## src/design/render_params.svh

```systemverilog
/* Field positions, register count and FIFO depths of the render front end.
   Included by every file that decodes commands or sizes a buffer. */
`ifndef RENDER_PARAMS_SVH
`define RENDER_PARAMS_SVH

// Opcode field in bits 31 down to 28 of a command word
`define OP_POS 28
`define OP_SIZE 4

// Indices 0 to 4 are named, 5 to 7 spare
`define RENDER_CONFIG_REGS 8

// Buffer depths in words
`define CMD_FIFO_DEPTH 8
`define TEX_FIFO_DEPTH 4

`endif
```

## src/design/renderPkg.sv

```systemverilog
/* Types shared by the render front end: stream payloads, opcodes and the
   framebuffer request passed from the parser to the buffer controller. */
package renderPkg;

    typedef logic [31:0] cmdWordT;

    // Low half of a texture stream word
    typedef logic [15:0] texelT;

    typedef logic [2:0] configIndexT;

    // Values outside this list decode as a NOP
    typedef enum logic [3:0]
    {
        opNop            = 4'd0,
        opTriangleStream = 4'd1,
        opTextureStream  = 4'd2,
        opRenderConfig   = 4'd3,
        opFramebuffer    = 4'd4
    } opcodeT;

    typedef struct packed
    {
        logic commit;
        logic memset;
        logic colorSelect;
        logic depthSelect;
    } fbRequestT;

endpackage

```

## src/design/streamIf.sv

```systemverilog
/* Ready/valid stream with a last flag and a typed payload.
   The source holds data and last until valid and ready meet. */
`timescale 1ns/1ps

interface streamIf #(
    parameter type payloadT = logic [31:0]
) ();

    logic    valid;
    logic    ready;
    logic    last;
    payloadT data;

    modport source (output valid, output last, output data, input ready);
    modport sink (input valid, input last, input data, output ready);

endinterface

```

## src/design/renderFrontEnd.sv

```systemverilog
/* Top level of the render command front end. Connects the command and
   texture FIFOs, the parser, the config registers and the buffer control. */
`timescale 1ns/1ps
`include "render_params.svh"

module renderFrontEnd
(
    input  logic               aclk,
    input  logic               resetn,
    input  logic               cmdTvalid,
    output logic               cmdTready,
    input  logic               cmdTlast,
    input  renderPkg::cmdWordT cmdTdata,
    output logic               triTvalid,
    input  logic               triTready,
    output logic               triTlast,
    output renderPkg::cmdWordT triTdata,
    output logic               texTvalid,
    input  logic               texTready,
    output logic               texTlast,
    output renderPkg::texelT   texTdata,
    input  logic               rasterizerRunning,
    input  logic               pixelInPipeline,
    output logic               startRendering,
    output renderPkg::cmdWordT confFeatureEnable,
    output renderPkg::cmdWordT confScissorStartXY,
    output renderPkg::cmdWordT confScissorEndXY,
    output renderPkg::cmdWordT confColorClear,
    output logic [15:0]        confDepthClear,
    output logic               colorBufferApply,
    output logic               depthBufferApply,
    output logic               bufferCommit,
    output logic               bufferMemset,
    input  logic               colorBufferApplied,
    input  logic               depthBufferApplied
);
    import renderPkg::*;

    logic        configWrite;
    configIndexT configIndex;
    cmdWordT     configData;
    logic        applyStart;
    fbRequestT   fbRequest;
    logic        fbBusy;

    streamIf #(.payloadT(cmdWordT)) cmdIn ();
    streamIf #(.payloadT(cmdWordT)) cmdOut ();
    streamIf #(.payloadT(texelT)) texIn ();
    streamIf #(.payloadT(texelT)) texOut ();

    assign cmdIn.valid = cmdTvalid;
    assign cmdIn.last = cmdTlast;
    assign cmdIn.data = cmdTdata;
    assign cmdTready = cmdIn.ready;

    assign texTvalid = texOut.valid;
    assign texTlast = texOut.last;
    assign texTdata = texOut.data;
    assign texOut.ready = texTready;

    streamFifo #(.payloadT(cmdWordT), .depth(`CMD_FIFO_DEPTH)) cmdFifo0 (
        .aclk, .resetn, .inStream(cmdIn.sink), .outStream(cmdOut.source)
    );

    streamFifo #(.payloadT(texelT), .depth(`TEX_FIFO_DEPTH)) texFifo0 (
        .aclk, .resetn, .inStream(texIn.sink), .outStream(texOut.source)
    );

    commandParser commandParser0 (
        .aclk, .resetn, .cmdStream(cmdOut.sink), .texStream(texIn.source),
        .triTvalid, .triTready, .triTlast, .triTdata,
        .rasterizerRunning, .pixelInPipeline, .startRendering,
        .configWrite, .configIndex, .configData, .applyStart, .fbRequest, .fbBusy
    );

    configRegisterFile configRegisterFile0 (
        .aclk, .resetn, .configWrite, .configIndex, .configData,
        .confFeatureEnable, .confScissorStartXY, .confScissorEndXY,
        .confColorClear, .confDepthClear
    );

    framebufferControl framebufferControl0 (
        .aclk, .resetn, .applyStart, .fbRequest, .fbBusy,
        .colorBufferApply, .depthBufferApply, .bufferCommit, .bufferMemset,
        .colorBufferApplied, .depthBufferApplied
    );

endmodule

```

## src/design/commandParser.sv

```systemverilog
/* Command decoder that routes payload words to the triangle port, the
   texture stream, the config registers or the framebuffer controller. */
`timescale 1ns/1ps
`include "render_params.svh"

module commandParser
(
    input  logic                   aclk,
    input  logic                   resetn,
    streamIf.sink                  cmdStream,
    streamIf.source                texStream,
    output logic                   triTvalid,
    input  logic                   triTready,
    output logic                   triTlast,
    output renderPkg::cmdWordT     triTdata,
    input  logic                   rasterizerRunning,
    input  logic                   pixelInPipeline,
    output logic                   startRendering,
    output logic                   configWrite,
    output renderPkg::configIndexT configIndex,
    output renderPkg::cmdWordT     configData,
    output logic                   applyStart,
    output renderPkg::fbRequestT   fbRequest,
    input  logic                   fbBusy
);
    import renderPkg::*;

    localparam int triCountWidth = 16;
    localparam int texSizeWidth = 5;

    typedef enum logic [2:0] {stWaitIdle, stCommandIn, stTriangle, stTexture, stConfig} parserStateT;

    parserStateT state;
    logic [31:0] wordCount;
    logic        cmdTake;
    logic        lastWord;
    logic        triDone;
    logic        frontEndIdle;
    opcodeT      opcode;

    assign cmdTake = cmdStream.valid && cmdStream.ready;
    assign lastWord = (wordCount == 32'd1);
    assign triDone = triTvalid && triTready && triTlast;
    assign opcode = opcodeT'(cmdStream.data[`OP_POS +: `OP_SIZE]);

    // No new command while rendering or a buffer operation is in flight
    assign frontEndIdle = !rasterizerRunning && !pixelInPipeline && !fbBusy && !startRendering
        && !applyStart && !(triTvalid && triTlast);

    always_comb
    begin
        case (state)
            stCommandIn: cmdStream.ready = 1'b1;
            stTriangle:  cmdStream.ready = !triTvalid || triTready;
            stTexture:   cmdStream.ready = !texStream.valid || texStream.ready;
            stConfig:    cmdStream.ready = 1'b1;
            default:     cmdStream.ready = 1'b0;
        endcase
    end

    always_ff @(posedge aclk)
    begin
        if (!resetn)
        begin
            state <= stWaitIdle;
            triTvalid <= 1'b0;
            triTlast <= 1'b0;
            texStream.valid <= 1'b0;
            texStream.last <= 1'b0;
            configWrite <= 1'b0;
            applyStart <= 1'b0;
        end
        else
        begin
            configWrite <= 1'b0;
            applyStart <= 1'b0;
            if (triTvalid && triTready)
            begin
                triTvalid <= 1'b0;
                triTlast <= 1'b0;
            end
            if (texStream.valid && texStream.ready)
            begin
                texStream.valid <= 1'b0;
                texStream.last <= 1'b0;
            end

            case (state)
                stWaitIdle:
                begin
                    if (frontEndIdle)
                        state <= stCommandIn;
                end
                stCommandIn:
                begin
                    if (cmdTake)
                    begin
                        case (opcode)
                            opTriangleStream:
                            begin
                                wordCount <= 32'(cmdStream.data[triCountWidth-1:0]);
                                state <= (cmdStream.data[triCountWidth-1:0] != '0) ?
                                    stTriangle : stWaitIdle;
                            end
                            opTextureStream:
                            begin
                                wordCount <= 32'd1 << cmdStream.data[texSizeWidth-1:0];
                                state <= (cmdStream.data[texSizeWidth-1:0] != '0) ?
                                    stTexture : stWaitIdle;
                            end
                            opRenderConfig:
                            begin
                                configIndex <= configIndexT'(cmdStream.data[2:0]);
                                state <= stConfig;
                            end
                            opFramebuffer:
                            begin
                                fbRequest.commit <= cmdStream.data[0];
                                fbRequest.memset <= cmdStream.data[1];
                                fbRequest.colorSelect <= cmdStream.data[2];
                                fbRequest.depthSelect <= cmdStream.data[3];
                                applyStart <= 1'b1;
                                state <= stWaitIdle;
                            end
                            default:
                                state <= stWaitIdle;
                        endcase
                    end
                end
                stTriangle:
                begin
                    if (cmdTake)
                    begin
                        triTvalid <= 1'b1;
                        triTdata <= cmdStream.data;
                        triTlast <= lastWord;
                        wordCount <= wordCount - 32'd1;
                        if (lastWord)
                            state <= stWaitIdle;
                    end
                end
                stTexture:
                begin
                    if (cmdTake)
                    begin
                        texStream.valid <= 1'b1;
                        texStream.data <= texelT'(cmdStream.data[$bits(texelT)-1:0]);
                        texStream.last <= lastWord;
                        wordCount <= wordCount - 32'd1;
                        if (lastWord)
                            state <= stWaitIdle;
                    end
                end
                stConfig:
                begin
                    if (cmdTake)
                    begin
                        configWrite <= 1'b1;
                        configData <= cmdStream.data;
                        state <= stWaitIdle;
                    end
                end
                default:
                    state <= stWaitIdle;
            endcase
        end
    end

    // Held from the final triangle word until the rasterizer starts
    always_ff @(posedge aclk)
    begin
        if (!resetn)
            startRendering <= 1'b0;
        else if (triDone)
            startRendering <= 1'b1;
        else if (rasterizerRunning)
            startRendering <= 1'b0;
    end

endmodule

```

## src/design/framebufferControl.sv

```systemverilog
/* Colour and depth buffer apply handshake. Raises the selected apply lines
   and stays busy until the combined acknowledge falls and rises again. */
`timescale 1ns/1ps

module framebufferControl
(
    input  logic                 aclk,
    input  logic                 resetn,
    input  logic                 applyStart,
    input  renderPkg::fbRequestT fbRequest,
    output logic                 fbBusy,
    output logic                 colorBufferApply,
    output logic                 depthBufferApply,
    output logic                 bufferCommit,
    output logic                 bufferMemset,
    input  logic                 colorBufferApplied,
    input  logic                 depthBufferApplied
);
    typedef enum logic {fbWaitCommand, fbWaitDone} fbStateT;

    fbStateT state;
    logic    applied;

    assign applied = colorBufferApplied && depthBufferApplied;

    always_ff @(posedge aclk)
    begin
        if (!resetn)
        begin
            state <= fbWaitCommand;
            fbBusy <= 1'b0;
            colorBufferApply <= 1'b0;
            depthBufferApply <= 1'b0;
            bufferCommit <= 1'b0;
            bufferMemset <= 1'b0;
        end
        else
        begin
            case (state)
                fbWaitCommand:
                begin
                    if (applyStart)
                    begin
                        bufferCommit <= fbRequest.commit;
                        bufferMemset <= fbRequest.memset;
                        colorBufferApply <= fbRequest.colorSelect;
                        depthBufferApply <= fbRequest.depthSelect;
                        // Nothing to wait for without a selected buffer
                        fbBusy <= fbRequest.colorSelect || fbRequest.depthSelect;
                    end
                    else if (fbBusy && !applied)
                        state <= fbWaitDone;
                end
                fbWaitDone:
                begin
                    if (applied)
                    begin
                        colorBufferApply <= 1'b0;
                        depthBufferApply <= 1'b0;
                        fbBusy <= 1'b0;
                        state <= fbWaitCommand;
                    end
                end
                default:
                    state <= fbWaitCommand;
            endcase
        end
    end

endmodule

```

## src/design/configRegisterFile.sv

```systemverilog
/* Render configuration registers, written by index from the parser and
   presented continuously to the rasterizer and buffers. */
`timescale 1ns/1ps
`include "render_params.svh"

module configRegisterFile
(
    input  logic                   aclk,
    input  logic                   resetn,
    input  logic                   configWrite,
    input  renderPkg::configIndexT configIndex,
    input  renderPkg::cmdWordT     configData,
    output renderPkg::cmdWordT     confFeatureEnable,
    output renderPkg::cmdWordT     confScissorStartXY,
    output renderPkg::cmdWordT     confScissorEndXY,
    output renderPkg::cmdWordT     confColorClear,
    output logic [15:0]            confDepthClear
);
    import renderPkg::*;

    localparam int featureEnableIdx = 0;
    localparam int scissorStartIdx = 1;
    localparam int scissorEndIdx = 2;
    localparam int colorClearIdx = 3;
    localparam int depthClearIdx = 4;

    cmdWordT regs [`RENDER_CONFIG_REGS];

    always_ff @(posedge aclk)
    begin
        if (!resetn)
        begin
            for (int i = 0; i < `RENDER_CONFIG_REGS; i++)
                regs[i] <= '0;
        end
        else if (configWrite)
            regs[configIndex] <= configData;
    end

    assign confFeatureEnable = regs[featureEnableIdx];
    assign confScissorStartXY = regs[scissorStartIdx];
    assign confScissorEndXY = regs[scissorEndIdx];
    assign confColorClear = regs[colorClearIdx];
    assign confDepthClear = regs[depthClearIdx][15:0];

endmodule

```

## src/design/streamFifo.sv

```systemverilog
/* Synchronous circular FIFO for any payload type, storing the last flag
   with each entry. An entry written on one edge can leave on the next. */
`timescale 1ns/1ps

module streamFifo #(
    parameter type payloadT = logic [31:0],
    parameter int  depth    = 4
) (
    input  logic    aclk,
    input  logic    resetn,
    streamIf.sink   inStream,
    streamIf.source outStream
);
    localparam int ptrW = (depth > 1) ? $clog2(depth) : 1;
    localparam int cntW = $clog2(depth + 1);

    typedef logic [ptrW-1:0] ptrT;

    payloadT         storage [depth];
    logic            lastStore [depth];
    ptrT             wrPtr;
    ptrT             rdPtr;
    logic [cntW-1:0] count;
    logic [cntW-1:0] nextCount;
    logic            push;
    logic            pop;

    function automatic ptrT advance(ptrT p);
        return (p == ptrT'(depth - 1)) ? '0 : p + 1'b1;
    endfunction

    assign push = inStream.valid && inStream.ready;
    assign pop = outStream.valid && outStream.ready;

    assign outStream.valid = (count != '0);
    assign outStream.data = storage[rdPtr];
    assign outStream.last = lastStore[rdPtr];

    always_comb
    begin
        nextCount = count;
        if (push && !pop)
            nextCount = count + 1'b1;
        else if (pop && !push)
            nextCount = count - 1'b1;
    end

    always_ff @(posedge aclk)
    begin
        if (!resetn)
        begin
            wrPtr <= '0;
            rdPtr <= '0;
            count <= '0;
            inStream.ready <= 1'b0;
        end
        else
        begin
            if (push)
                wrPtr <= advance(wrPtr);
            if (pop)
                rdPtr <= advance(rdPtr);
            count <= nextCount;
            // Registered full flag
            inStream.ready <= (nextCount != cntW'(depth));
        end
    end

    always_ff @(posedge aclk)
    begin
        if (push)
        begin
            storage[wrPtr] <= inStream.data;
            lastStore[wrPtr] <= inStream.last;
        end
    end

endmodule

```

## config.mk

```make
export PLATFORM = sky130hd
export DESIGN_NAME = renderFrontEnd
export DESIGN_NICKNAME = d
export VERILOG_FILES = /design/src/design/renderPkg.sv /design/src/design/streamIf.sv /design/src/design/renderFrontEnd.sv /design/src/design/commandParser.sv /design/src/design/framebufferControl.sv /design/src/design/configRegisterFile.sv /design/src/design/streamFifo.sv
export VERILOG_INCLUDE_DIRS = /design/src /design/src/design
export SDC_FILE = /design/constraint.sdc
export NUM_CORES = 1
export LEC_CHECK = 0
export BUFFER_PORTS_ARGS = -buffer_cell sky130_fd_sc_hd__buf_4
export CAP_MARGIN = 20
export CORE_MARGIN = 1
export CORE_UTILIZATION = 48
export DETAILED_ROUTE_END_ITERATION = 6
export HOLD_SLACK_MARGIN = 0.12
export PLACE_DENSITY_LB_ADDON = 0.1
export SLEW_MARGIN = 20
export SYNTH_ARGS = -nofsm -noshare
export SYNTH_HDL_FRONTEND = slang
export SYNTH_SLANG_ARGS = --single-unit
```

## constraint.sdc

```tcl
create_clock -name aclk -period 12.9 [get_ports aclk]
set_input_delay 1.29 -clock aclk [delete_from_list [all_inputs] [get_ports aclk]]
set_output_delay 1.29 -clock aclk [all_outputs]
set_load 0.02 [all_outputs]
```

==> summary.md <==
| Metric | Value |
|---|---|
| Vias | `12,899` |
| Port bufs | `242` |
| Max-slew headroom | `23.0%` |
| Area grow syn2layout | `19.6%` |
| Top-area cell type share of the netlist area | `72.8%` |
| Synth cell count leaders | `edfxtp_1, and2_1, mux4_2` |
| FMAX | `231 MHz` |
| Largest net degree at the start of global routing | `52` |
| Worst reg2reg endpoint | `commandParser0.wordCount[15]$_DFFE_PP_` |
| Syn Nets | `1,414` |
| Sequential area share after synthesis | `76.1%` |
| Post-route clock skew | `0.0200 ns` |
| Most instantiated library cell after synthesis | `edfxtp_1` |
| Syn_area_per_cell | `17.9 um^2` |
| Number of remaining DRC errors | `0` |
| Die width | `227 um` |
| WL final | `53,800 um` |
| Buffers from clock root to sink, at most | `3` |
| Ant diodes | `0` |
| Initial Utilization | `49.1%` |
| EDFF count, synth | `587` |
| Final setup fails | `0` |
| Grt ovf | `0` |
| CP Max Fanout | `49` |
| Top Ports | `244` |
| CP peak stage delay | `0.83 ns` |
| CP cell instances | `buf_4, clkinv_1, mux2i_4, nor2b_1, nand3_1, nor3_1, a221oi_1, a31oi_1` |
| LEAKAGE | `9.95 nW` |
| Crit path DAT | `4.80 ns` |
| CTS Hold Buffers Added | `0` |
| Setup TNS | `0 ns` |
| Crit path buf inv count | `2` |
| Initial antenna violation count | `0` |
| Clock Sinks | `627` |
| Worst setup path endpoint | `commandParser0.wordCount[15]$_DFFE_PP_` |
| Final ANT Viol Nets | `0` |
| Core area | `49,400 um^2` |
| Worst Hold Class | `flip-flop to flip-flop` |
| Met1 usage | `30.3%` |
| Crit path launch type | `flip-flop` |
| Average wire per standard cell | `22.9 um` |
| GRT Util Overall | `21.0%` |
| Worst vdd ir | `0.101 mV` |
| Share of cells above drive strength 1 | `29.4%` |
| Slew Limit Fails | `0` |
| Cell count after synthesis | `1,355` |
| CP Depth | `8` |
| Initial DRC Count | `1,083` |
| GP Congestion | `0.798` |
| Library cells used by synthesis | `62` |
| Yosys reg bits | `627` |
| R2R Setup Slk | `8.56 ns` |
| Post-CTS setup buffers | `0` |
| Grt met3 use | `4.55%` |
| Top_reg_cell synth | `edfxtp_1` |
| Htree depth | `2` |
| Die height | `227 um` |
| Via/cell ratio | `5.49` |
| Synth area leaders | `edfxtp_1, mux4_2, and2_1, dfxtp_1, mux2_2` |
| Crit end category | `flip-flop` |
| CTS Buf Count | `61` |
| Register-to-Register Path Depth | `8` |
| Cell Area, Synth | `24,200 um^2` |
| Dpl hpwl | `33,200 um` |
| Tmin final | `4.34 ns` |
| Worst path slowest cell | `nor3_1` |
| Cell taking the most area after synthesis | `edfxtp_1` |
| Die area | `51,400 um^2` |
| Total number of yosys warnings | `0` |
| Gr busiest metal | `met2` |
| CTS tree | `yes` |
| RSZ-0062 raised after global routing | `no` |
| Nets@finish | `1,695` |
| Clk pin slew, worst setup/hold paths | `0.06 ns` |
| GRT met2 Usage | `32.8%` |
| Tcrit/Tclk final | `33.6%` |
| Async S/R FF share, synth | `0%` |
| Worst path top cell family by delay | `simple AND/OR/NAND/NOR gates` |
| PD cells | `156 nW/um^2` |
| Power consumption | `4.51 mW` |
| Post-CTS Resized | `0` |
| Max-cap viol count | `0` |
| Critical path class | `flip-flop to flip-flop` |
| Worst slew pin tran | `1.16 ns` |
| Final Hold Vio Count | `0` |
| Worst EP required | `13.36 ns` |
| Vias in the first global route | `12,510` |
| Global-route wire length before repair | `79,400 um` |
| Cell row count | `81` |
| CTS Root Cell | `clkbuf_16` |
| Status | `finished, final reports clean` |
| Clock latency on the worst-skew pair | `0.63 ns` |
| Drt pass-1 iters | `7` |
logic make-up (layout without fill, tap and decap cells):
| kind of cell | count (synthesis) | in the layout | share of synthesized area [%] |
|---|---|---|---|
| flip-flops | 627 | 627 | 76.1 |
| AND/OR/NAND/NOR | 360 | 360 | 8.49 |
| multiplexers | 124 | 124 | 8.71 |
| AO/OA/AOI/OAI | 116 | 116 | 3.25 |
| buffers and inverters | 76 | 405 | 1.30 |
| XOR/XNOR | 34 | 34 | 1.23 |
| adder cells (fa/ha/maj) | 18 | 18 | 0.920 |
registers in the layout, indices dropped and copies added (netlist names), 2 cells and up, named ones only:
signal	cells
cmdFifo0.count	4
cmdFifo0.rdPtr	3
cmdFifo0.storage	256
cmdFifo0.wrPtr	3
commandParser0.configData	32
commandParser0.configIndex	3
commandParser0.fbRequest	4
commandParser0.state	3
commandParser0.texStream.data	16
commandParser0.triTdata	32
commandParser0.wordCount	32
configRegisterFile0.regs	144
texFifo0.count	3
texFifo0.lastStore	4
texFifo0.rdPtr	2
texFifo0.storage	64
texFifo0.wrPtr	2
routing by layer:
| metal | up-vias | wire [um] | part of all wire [%] |
|---|---|---|---|
| li1 | 5857 | - | - |
| met1 | 6588 | 24500 | 46 |
| met2 | 379 | 24900 | 46 |
| met3 | 75 | 3450 | 6.4 |
| met4 | 0 | 946 | 1.8 |
| met5 | - | 0 | 0 |
where the power goes:
part / switching, mW / total (mW) / leakage, nW / internal, mW
logic: 0.268 / 0.450 / 3.16 / 0.181
clock network: 0.735 / 1.75 / 0.975 / 1.02
registers: 0.0300 / 2.31 / 5.82 / 2.28
worst min-delay path, cell delays in order, from the launching register on:
cell and delay, ns:
dfxtp_1 0.32, nand2_1 0.05, a21oi_1 0.05
layout make-up:
type	count	area, um^2
Tap cell	664	831
Inverter	21	78.8
Clock buffer	86	1700
Clock inverter	25	278
Multi-Input combinational cell	652	5580
Timing Repair Buffer	273	2050
Fill cell	3707	20400
Sequential cell	627	18400
through the flow:
stage / utilization, % / hold slack, ns / instances / area (um^2) / setup WS (ns)
after floorplan: - / 0.442 / 1355 / 24200 / 7.74
after global placement: 54.7 / 0.459 / 2237 / 27000 / 8.58
after detailed placement: 54.7 / 0.464 / 2237 / 27000 / 8.55
after CTS: 58.7 / 0.473 / 2348 / 29000 / 8.54
after global routing: 58.7 / 0.507 / 2348 / 29000 / 8.15
final: 58.7 / 0.475 / 2348 / 29000 / 8.56
cell usage in the layout, fill, tap and decap left out, types with 7 or more instances in the layout:
master     Yosys  final
or3_1          8      8
and3_1         7      7
and2_1       148    148
nor2_1        45     41
a21oi_1       29     29
edfxtp_1     587    587
clkbuf_16      0     63
mux2i_1       24     24
inv_1         20     20
dfxtp_1       40     38
nand2b_1      15     15
nor3_1        28     22
clkbuf_1      35     19
a221oi_1      22     21
nand2_1       44     44
nand3_1       15     15
ha_1          17     17
clkinv_2       0     13
mux4_2        65     65
o22ai_1       25     25
mux2_2        34     34
nor4_1        12     10
xnor2_1       21     21
xor2_1        13     13
a31oi_1        7      7
buf_4          4    273
how the worst min path moves through the flow:
| stage | start | end | slack [ns] | cells after the start |
|---|---|---|---|---|
| 2_1_floorplan | framebufferControl0.fbBusy$_SDFFE_PN0P_ | framebufferControl0.fbBusy$_SDFFE_PN0P_ | 0.44 | 2 |
| 3_3_place_gp | framebufferControl0.fbBusy$_SDFFE_PN0P_ | framebufferControl0.fbBusy$_SDFFE_PN0P_ | 0.46 | 2 |
| 3_5_place_dp | framebufferControl0.fbBusy$_SDFFE_PN0P_ | framebufferControl0.fbBusy$_SDFFE_PN0P_ | 0.46 | 2 |
| 4_1_cts | framebufferControl0.fbBusy$_SDFFE_PN0P_ | framebufferControl0.fbBusy$_SDFFE_PN0P_ | 0.47 | 2 |
| 5_1_grt | framebufferControl0.fbBusy$_SDFFE_PN0P_ | framebufferControl0.fbBusy$_SDFFE_PN0P_ | 0.51 | 2 |
| 6_report | framebufferControl0.fbBusy$_SDFFE_PN0P_ | framebufferControl0.fbBusy$_SDFFE_PN0P_ | 0.47 | 2 |
Power figures use the tool's default switching activity.
